<file path="config.mk">
export PLATFORM = sky130hd
export DESIGN_NAME = doodleGame
export DESIGN_NICKNAME = d
export VERILOG_FILES = /design/src/verilog/doodlePkg.sv /design/src/verilog/doodleGame.sv /design/src/verilog/doodleMotion.sv /design/src/verilog/gameStateCtrl.sv /design/src/verilog/hitDetector.sv /design/src/verilog/keyDecoder.sv
export SDC_FILE = /design/constraint.sdc
export NUM_CORES = 1
export LEC_CHECK = 0
export BUFFER_PORTS_ARGS = -buffer_cell sky130_fd_sc_hd__buf_2
export CORE_ASPECT_RATIO = 1.75
export CORE_MARGIN = 5
export CORE_UTILIZATION = 30
export DETAILED_ROUTE_END_ITERATION = 7
export MAX_ROUTING_LAYER = met4
export PLACE_DENSITY = 0.49
export SYNTH_ARGS = -nofsm -noshare
export SYNTH_HDL_FRONTEND = slang
export SYNTH_SLANG_ARGS = --single-unit
</file>
<file path="constraint.sdc">
create_clock -name Reset -period 6.8 [get_ports Reset]
set_input_delay 0.34 -clock Reset [delete_from_list [all_inputs] [get_ports Reset]]
set_output_delay 0.34 -clock Reset [all_outputs]
set_load 0.05 [all_outputs]
</file>
<file path="src/verilog/doodlePkg.sv">
package doodlePkg;

	typedef logic [9:0] coordT; // screen pixel coordinate
	typedef logic signed [9:0] velT; // pixels per frame, negative is up

	typedef enum logic [1:0]
	{
		StMenu,
		StPlay,
		StPause,
		StOver
	} gameStateT;

	typedef enum logic [2:0]
	{
		ActNone,
		ActLeft,
		ActRight,
		ActStart,
		ActPause
	} keyActionT;

	typedef enum logic [1:0]
	{
		DiffEasy,
		DiffNormal,
		DiffHard
	} difficultyT;

	typedef struct packed
	{
		coordT x;
		coordT y;
	} spritePosT;

	// one platform or spring, centre position
	typedef struct packed
	{
		coordT x;
		coordT y;
		logic active;
	} objStatusT;

	// keyboard codes, arrows and letters both steer
	localparam logic [7:0] KeyLeftA = 8'd4;
	localparam logic [7:0] KeyLeftB = 8'd80;
	localparam logic [7:0] KeyRightA = 8'd7;
	localparam logic [7:0] KeyRightB = 8'd79;
	localparam logic [7:0] KeyStart = 8'd40;
	localparam logic [7:0] KeyPause = 8'd19;

	localparam coordT ScreenWidth = 10'd640;
	localparam coordT ScreenBottom = 10'd479;
	localparam coordT DoodleSize = 10'd32; // half width and bottom offset
	localparam coordT StartY = 10'd100;

	// menu slot centres for easy, normal and hard
	localparam coordT MenuSlotX [3] = '{10'd230, 10'd330, 10'd430};

endpackage

</file>
<file path="src/verilog/doodleGame.sv">
`timescale 1ns/100ps

module doodleGame
#(
	parameter int NumPlatforms = 8,
	parameter int NumSprings = 2,
	parameter int PlatHalfW = 24,
	parameter int PlatHalfH = 4,
	parameter int SpringHalfW = 8,
	parameter int SpringHalfH = 4,
	parameter int JumpSpeed = 12,
	parameter int SpringSpeed = 20,
	parameter int MaxFall = 12,
	parameter int GravityDiv = 3,
	parameter int StepX = 4,
	parameter int ScrollLine = 240
)
(
	input logic Reset,
	input logic frame_clk,
	input logic [7:0] keycode,
	input doodlePkg::objStatusT platforms [NumPlatforms],
	input doodlePkg::objStatusT springs [NumSprings],
	output doodlePkg::spritePosT sprite,
	output doodlePkg::velT speed,
	output doodlePkg::coordT scroll,
	output logic [19:0] score,
	output doodlePkg::gameStateT state,
	output doodlePkg::difficultyT difficulty,
	output logic [NumPlatforms-1:0] platHit
);

	doodlePkg::keyActionT action;
	logic press;
	logic floorHit; // play ends on the floor
	logic [NumSprings-1:0] springHit;

	keyDecoder keys
	(
		.Reset(Reset),
		.frame_clk(frame_clk),
		.keycode(keycode),
		.action(action),
		.press(press)
	);

	gameStateCtrl control
	(
		.Reset(Reset),
		.frame_clk(frame_clk),
		.action(action),
		.press(press),
		.floorHit(floorHit),
		.state(state),
		.difficulty(difficulty)
	);

	hitDetector #(.Count(NumPlatforms), .HalfW(PlatHalfW), .HalfH(PlatHalfH)) platDetect
	(
		.sprite(sprite),
		.objects(platforms),
		.hit(platHit)
	);

	hitDetector #(.Count(NumSprings), .HalfW(SpringHalfW), .HalfH(SpringHalfH)) springDetect
	(
		.sprite(sprite),
		.objects(springs),
		.hit(springHit)
	);

	doodleMotion
	#(
		.NumPlatforms(NumPlatforms),
		.NumSprings(NumSprings),
		.JumpSpeed(JumpSpeed),
		.SpringSpeed(SpringSpeed),
		.MaxFall(MaxFall),
		.GravityDiv(GravityDiv),
		.StepX(StepX),
		.ScrollLine(ScrollLine)
	) motion
	(
		.Reset(Reset),
		.frame_clk(frame_clk),
		.state(state),
		.difficulty(difficulty),
		.action(action),
		.platHit(platHit),
		.springHit(springHit),
		.sprite(sprite),
		.speed(speed),
		.scroll(scroll),
		.score(score),
		.floorHit(floorHit)
	);

endmodule

</file>
<file path="src/verilog/doodleMotion.sv">
`timescale 1ns/100ps

module doodleMotion
#(
	parameter int NumPlatforms = 8,
	parameter int NumSprings = 2,
	parameter int JumpSpeed = 12,
	parameter int SpringSpeed = 20,
	parameter int MaxFall = 12,
	parameter int GravityDiv = 3,
	parameter int StepX = 4,
	parameter int ScrollLine = 240
)
(
	input logic Reset,
	input logic frame_clk,
	input doodlePkg::gameStateT state,
	input doodlePkg::difficultyT difficulty,
	input doodlePkg::keyActionT action,
	input logic [NumPlatforms-1:0] platHit,
	input logic [NumSprings-1:0] springHit,
	output doodlePkg::spritePosT sprite,
	output doodlePkg::velT speed,
	output doodlePkg::coordT scroll,
	output logic [19:0] score,
	output logic floorHit
);

	localparam int CntW = (GravityDiv > 1) ? $clog2(GravityDiv) : 1;

	typedef logic signed [11:0] wideT;

	doodlePkg::gameStateT prevState;
	logic [CntW-1:0] gravCnt, gravNext;
	logic enterPlay, falling, onFloor, gravStep;
	wideT yWide, xWide, newY, excess, xMoved;
	doodlePkg::spritePosT spriteNext;
	doodlePkg::velT speedNext, fallSpeed;
	doodlePkg::coordT scrollNext;
	logic [19:0] scoreNext;

	// new game starts only when coming from the menu, not on resume
	assign enterPlay = (state == doodlePkg::StPlay) && (prevState == doodlePkg::StMenu);

	assign falling = !speed[9]; // speed at or above zero
	assign yWide = wideT'(sprite.y);
	assign xWide = wideT'(sprite.x);
	assign onFloor = (yWide + wideT'(doodlePkg::DoodleSize)) >= wideT'(doodlePkg::ScreenBottom);
	assign newY = yWide + wideT'(speed);
	assign excess = wideT'(ScrollLine) - newY;

	// gravity only bites once every GravityDiv frames
	assign gravStep = (gravCnt == CntW'(GravityDiv - 1));
	assign fallSpeed = (gravStep && (speed < doodlePkg::velT'(MaxFall))) ?
		speed + doodlePkg::velT'(1) : speed;

	// sideways step with wrap at the screen edges
	always_comb
	begin
		xMoved = xWide;
		if (action == doodlePkg::ActLeft)
			xMoved = xWide - wideT'(StepX);
		else if (action == doodlePkg::ActRight)
			xMoved = xWide + wideT'(StepX);
		if (xMoved < 0)
			xMoved = xMoved + wideT'(doodlePkg::ScreenWidth);
		else if (xMoved >= wideT'(doodlePkg::ScreenWidth))
			xMoved = xMoved - wideT'(doodlePkg::ScreenWidth);
	end

	always_comb
	begin
		spriteNext = sprite;
		speedNext = speed;
		scrollNext = '0;
		scoreNext = score;
		gravNext = gravCnt;
		floorHit = 1'b0;

		unique case (state)
			doodlePkg::StMenu:
			begin
				spriteNext.x = doodlePkg::MenuSlotX[difficulty]; // sits on the chosen slot
				scoreNext = '0;
				gravNext = gravStep ? '0 : gravCnt + CntW'(1);
				if (falling && onFloor)
					speedNext = doodlePkg::velT'(-JumpSpeed); // menu sprite bounces on the floor
				else
				begin
					spriteNext.y = newY[9:0];
					speedNext = fallSpeed;
				end
			end

			doodlePkg::StPlay:
			begin
				if (enterPlay)
				begin
					spriteNext.y = doodlePkg::StartY;
					speedNext = '0;
					scoreNext = '0;
					gravNext = '0;
				end
				else
				begin
					gravNext = gravStep ? '0 : gravCnt + CntW'(1);
					spriteNext.x = xMoved[9:0];
					if (falling && (|springHit))
						speedNext = doodlePkg::velT'(-SpringSpeed); // springs beat platforms
					else if (falling && (|platHit))
						speedNext = doodlePkg::velT'(-JumpSpeed);
					else if (falling && onFloor)
					begin
						floorHit = 1'b1;
						spriteNext.x = sprite.x; // frozen on the way out
					end
					else
					begin
						speedNext = fallSpeed;
						// rising past the line scrolls the world instead of the sprite
						if (speed[9] && (newY < wideT'(ScrollLine)))
						begin
							spriteNext.y = doodlePkg::coordT'(ScrollLine);
							scrollNext = excess[9:0];
							scoreNext = score + {10'd0, excess[9:0]};
						end
						else
							spriteNext.y = newY[9:0];
					end
				end
			end

			default: ; // pause and game over hold everything
		endcase
	end

	always_ff @(posedge Reset or posedge frame_clk)
	begin
		if (frame_clk)
		begin
			sprite.x <= doodlePkg::MenuSlotX[doodlePkg::DiffNormal];
			sprite.y <= doodlePkg::StartY;
			speed <= '0;
			scroll <= '0;
			score <= '0;
			gravCnt <= '0;
			prevState <= doodlePkg::StMenu;
		end
		else
		begin
			sprite <= spriteNext;
			speed <= speedNext;
			scroll <= scrollNext;
			score <= scoreNext;
			gravCnt <= gravNext;
			prevState <= state;
		end
	end

endmodule

</file>
<file path="src/verilog/gameStateCtrl.sv">
`timescale 1ns/100ps

module gameStateCtrl
(
	input logic Reset,
	input logic frame_clk,
	input doodlePkg::keyActionT action,
	input logic press,
	input logic floorHit,
	output doodlePkg::gameStateT state,
	output doodlePkg::difficultyT difficulty
);

	logic startPress, pausePress, leftPress, rightPress;

	assign startPress = press && (action == doodlePkg::ActStart);
	assign pausePress = press && (action == doodlePkg::ActPause);
	assign leftPress = press && (action == doodlePkg::ActLeft);
	assign rightPress = press && (action == doodlePkg::ActRight);

	always_ff @(posedge Reset or posedge frame_clk)
	begin
		if (frame_clk)
		begin
			state <= doodlePkg::StMenu;
			difficulty <= doodlePkg::DiffNormal;
		end
		else
		begin
			unique case (state)
				doodlePkg::StMenu:
				begin
					if (startPress)
						state <= doodlePkg::StPlay;
					// difficulty slots wrap around in both directions
					if (rightPress)
					begin
						unique case (difficulty)
							doodlePkg::DiffEasy: difficulty <= doodlePkg::DiffNormal;
							doodlePkg::DiffNormal: difficulty <= doodlePkg::DiffHard;
							default: difficulty <= doodlePkg::DiffEasy;
						endcase
					end
					else if (leftPress)
					begin
						unique case (difficulty)
							doodlePkg::DiffEasy: difficulty <= doodlePkg::DiffHard;
							doodlePkg::DiffHard: difficulty <= doodlePkg::DiffNormal;
							default: difficulty <= doodlePkg::DiffEasy;
						endcase
					end
				end
				doodlePkg::StPlay:
				begin
					if (floorHit)
						state <= doodlePkg::StOver; // floor wins over a pause in the same frame
					else if (pausePress)
						state <= doodlePkg::StPause;
				end
				doodlePkg::StPause:
				begin
					if (pausePress)
						state <= doodlePkg::StPlay;
				end
				default:
				begin
					if (startPress)
						state <= doodlePkg::StMenu; // back from game over
				end
			endcase
		end
	end

endmodule

</file>
<file path="src/verilog/hitDetector.sv">
`timescale 1ns/100ps

module hitDetector
#(
	parameter int Count = 8,
	parameter int HalfW = 24,
	parameter int HalfH = 4
)
(
	input doodlePkg::spritePosT sprite,
	input doodlePkg::objStatusT objects [Count],
	output logic [Count-1:0] hit
);

	typedef logic signed [11:0] wideT; // room for sums and differences without wrap

	wideT bottom, centreX;

	assign bottom = wideT'(sprite.y) + wideT'(doodlePkg::DoodleSize); // feet of the sprite
	assign centreX = wideT'(sprite.x);

	genvar i;
	generate
		for (i = 0; i < Count; i++)
		begin : gObj
			wideT objX, objY, dx;

			assign objX = wideT'(objects[i].x);
			assign objY = wideT'(objects[i].y);
			assign dx = (centreX >= objX) ? centreX - objX : objX - centreX;

			// feet inside the top band and boxes overlapping sideways
			assign hit[i] = objects[i].active
				&& (bottom >= objY - wideT'(HalfH))
				&& (bottom <= objY + wideT'(HalfH))
				&& (dx <= wideT'(HalfW + doodlePkg::DoodleSize));
		end
	endgenerate

endmodule

</file>
<file path="src/verilog/keyDecoder.sv">
`timescale 1ns/100ps

module keyDecoder
(
	input logic Reset,
	input logic frame_clk,
	input logic [7:0] keycode,
	output doodlePkg::keyActionT action,
	output logic press
);

	logic [7:0] lastCode; // keycode seen in the previous frame

	always_comb
	begin
		unique case (keycode)
			doodlePkg::KeyLeftA, doodlePkg::KeyLeftB:
				action = doodlePkg::ActLeft;
			doodlePkg::KeyRightA, doodlePkg::KeyRightB:
				action = doodlePkg::ActRight;
			doodlePkg::KeyStart:
				action = doodlePkg::ActStart;
			doodlePkg::KeyPause:
				action = doodlePkg::ActPause;
			default:
				action = doodlePkg::ActNone;
		endcase
	end

	// a new nonzero code counts once, holding it does not repeat
	assign press = (keycode != 8'd0) && (keycode != lastCode);

	always_ff @(posedge Reset or posedge frame_clk)
	begin
		if (frame_clk)
			lastCode <= 8'd0;
		else
			lastCode <= keycode;
	end

endmodule
</file>
==> impl_metrics.ini <==
[outcome]
status = finished, final reports clean

[floorplan]
fp-row-count = 124
start_util_pct = 30.10
core_um2 = 65010
chipHeight_um = 347.9
dieWidth_um = 203.1
ios = 292
dieArea_um2 = 70630

[synth]
ys_top_cells_by_area = ha_1 27%, dfrtp_1 8.6%, xor2_1 5.1%
syn_area_per_cell_um2 = 7.593
synth_edf_count = 0
synthDominantCellAreaShare_pct = 27.18
synthCells = 2577
synthDistinctLibCells = 89
syn-num-nets = 3224
synthFlopType = dfrtp_1
ys_top_cells_by_count = 425 x ha_1, 216 x inv_1, 175 x nand2_1, 169 x a21oi_1, 162 x nor2_1
seq_area_frac_synth_pct = 9.643
async_flop_share_pct = 100.0
yosysMostFrequentCell = ha_1
yosysWarningCount = 0
syn_area_um2 = 19570
synth-seq-cells = 75
synth_top_area_cell = ha_1

[clocking]
root_buffer = clkbuf_16
clk_latency_ps = 350
clk_pin_slew_worst_paths_ps = 60
post_cts_buffers = 0
cts.path.max_buffers = 2
cts_tree = yes
post_cts_resize_count = 0
hold_buffers = 0
cts_buffers = 9
htree_levels = 3
cts.sinks = 75

[routing]
vias = 20080
routed_wl_mm = 76.76
drc = 0
wl_per_cell_um = 20.92
drtAntennaViolNets = 0
drt_iter0_drc = 946
drt-pass1-iter-count = 5
avgViaCountPerCell = 5.470

[pwr]
p_leak_nw = 10.72
power_density_nw_per_um2 = 447.6
ir_worst_vdd_uv = 286.8

[grt]
grt_overflow = 0
grt_max_degree = 76
grtUsageMet3_pct = 3.755
grt_pass1_wl_mm = 116.2
grt_pass1_vias = 20630
grt_util_met1_pct = 22.66
grt_use_total_pct = 21.40
antenna_found_initial = 25
use_met2_pct = 39.08
top_usage_layer = met2

[sta]
max-slew-margin-rel_pct = 33.24
setup_viol = 0
fin_skew_ps = 5.256
fin_crit_ps = 5633
rsz0062_at_grt = false
tightest_slew_ps = 1001
final.setup.tns_ps = 0
post-route-period-util_pct = 82.84
hold_violations = 0
clock.fmax_mhz = 177.5
slew_viol_final = 0

[final_layout]
drive_gt1_share_pct = 14.01
layout.cells.non_filler = 3670
syn2layout_area_growth_pct = 13.95
nFillCells = 6954
final_util_pct = 34.30
fin_nets = 3470

[critical_path]
cp_cell_sequence = inv_1 > buf_4 > ha_1 > inv_1 > buf_4 > ha_1 > a41o_1 > a21oi_1 > a21oi_1 > o2bb2ai_1 > o22ai_1 > or2_2 > nor4_4 > a21oi_2 > a211o_4 > a221o_1
worstPathArrival_ps = 5870
regToRegEndpoint = motion.sprite[3]
cp-startpoint = motion.sprite[5]
crit_family = compound AO/OA/AOI/OAI gates
required_ps = 7030
path_class = flip-flop to flip-flop
worstReg2RegStart = motion.sprite[5]
crit_slowest_cell = dfstp_2
worst-r2r-setup-slack_ps = 1170
ff2ff_path_depth = 16
endpoint_kind = flip-flop
endpoint = motion.sprite[3]
worst-path-buf-inv = 4
cp_max_fo = 22
crit_cells = 16
max_stage_delay_ps = 600
cp-start-kind = flip-flop

[place]
dpl.hpwl_mm = 63.66
place_congestion = 0.9235
portBuffers = 290
place_inst = 3631

[job]
max-cap-violations = 0

[hold_path]
hold_class = primary input to flip-flop
area by class of cell:
cell class	count	area (um2)	area share, %
Multi-Input combinational cell	2195	16530	74.14
Clock buffer	12	246.5	1.105
Antenna cell	24	60.06	0.2693
Clock inverter	3	15.01	0.06734
Tap cell	819	1025	4.596
Timing Repair Buffer	326	1722	7.721
Sequential cell	75	1887	8.462
Inverter	216	812.0	3.642
stage by stage:
stage | area [um2] | hold slack, ps | worst slack (ps) | total power [mW]
CTS | 22240 | 152.5 | 1054 | 10.04
detailed placement | 21980 | 475.9 | 1086 | 9.523
global route | 22300 | 169.2 | 727.4 | 10.98
global placement | 21980 | 476.3 | 1125 | 9.402
floorplan | 19570 | 371.4 | 1402 | 6.949
finish | 22300 | 173.0 | 1167 | 9.980
cell usage in the layout (no fill, tap or decap), types with 11 or more instances in the layout:
cell type	count
a2111oi_0	11
a211o_1	12
a211oi_1	48
a21o_1	51
a21oi_1	169
a31oi_1	32
a41oi_1	14
and2_1	17
and3_1	37
buf_2	290
buf_4	36
dfrtp_1	67
diode_2	24
ha_1	425
inv_1	215
mux2i_1	19
nand2_1	175
nand2b_1	26
nand3_1	105
nand3b_1	21
nand4_1	41
nor2_1	162
nor2b_1	48
nor3_1	66
nor4_1	18
o2111ai_1	16
o211ai_1	27
o21a_1	37
o21ai_0	132
o21bai_1	15
o22ai_1	15
o31ai_1	16
or2_2	19
or3_1	24
xnor2_1	111
xor2_1	114
power breakdown:
group / switching, mW / internal, mW
registers: 0.263 / 0.614
clock network: 0.193 / 0.253
logic: 5.41 / 3.25
how the worst min path moves through the flow:
stage | startpoint | endpoint | slack [ps] | depth (start not counted)
after global placement | control.state[0] | motion.prevState[0] | 480 | 0
after detailed placement | control.state[0] | motion.prevState[0] | 480 | 0
after CTS | keycode[5] | keys.lastCode[5] | 150 | 1
after floorplan | keycode[0] | keys.lastCode[0] | 370 | 0
final | keycode[5] | keys.lastCode[5] | 170 | 1
after global routing | keycode[5] | keys.lastCode[5] | 170 | 1
per-layer routing:
layer | part of all wire, % | vias up
met1 | 39 | 9498
met2 | 51 | 510
met5 | 0 | -
met3 | 4.8 | 141
met4 | 4.6 | 0
li1 | - | 9927
flip-flops by register name, indices dropped and copies added (netlist names):
signal              flops
keys.lastCode           8
motion.scroll          10
motion.gravCnt          2
motion.sprite          19
motion.prevState        2
motion.speed           10
control.state           2
motion.score           20
control.difficulty      2
kinds of logic (layout without fill, tap and decap cells):
kind of cell               after synthesis  in the layout  share of synthesized area, %
buffers and inverters                  307            557                         6.017
and+or+nand+nor                        805            805                         21.10
muxes                                   22             22                         1.145
other                                    1             25                       0.01916
AOI/OAI and AO/OA                      712            712                         24.49
adders and majority gates              427            427                         27.38
DFF                                     75             75                         9.643
xor gates and xnor gates               228            228                         10.21
Power figures use the tool's default switching activity.
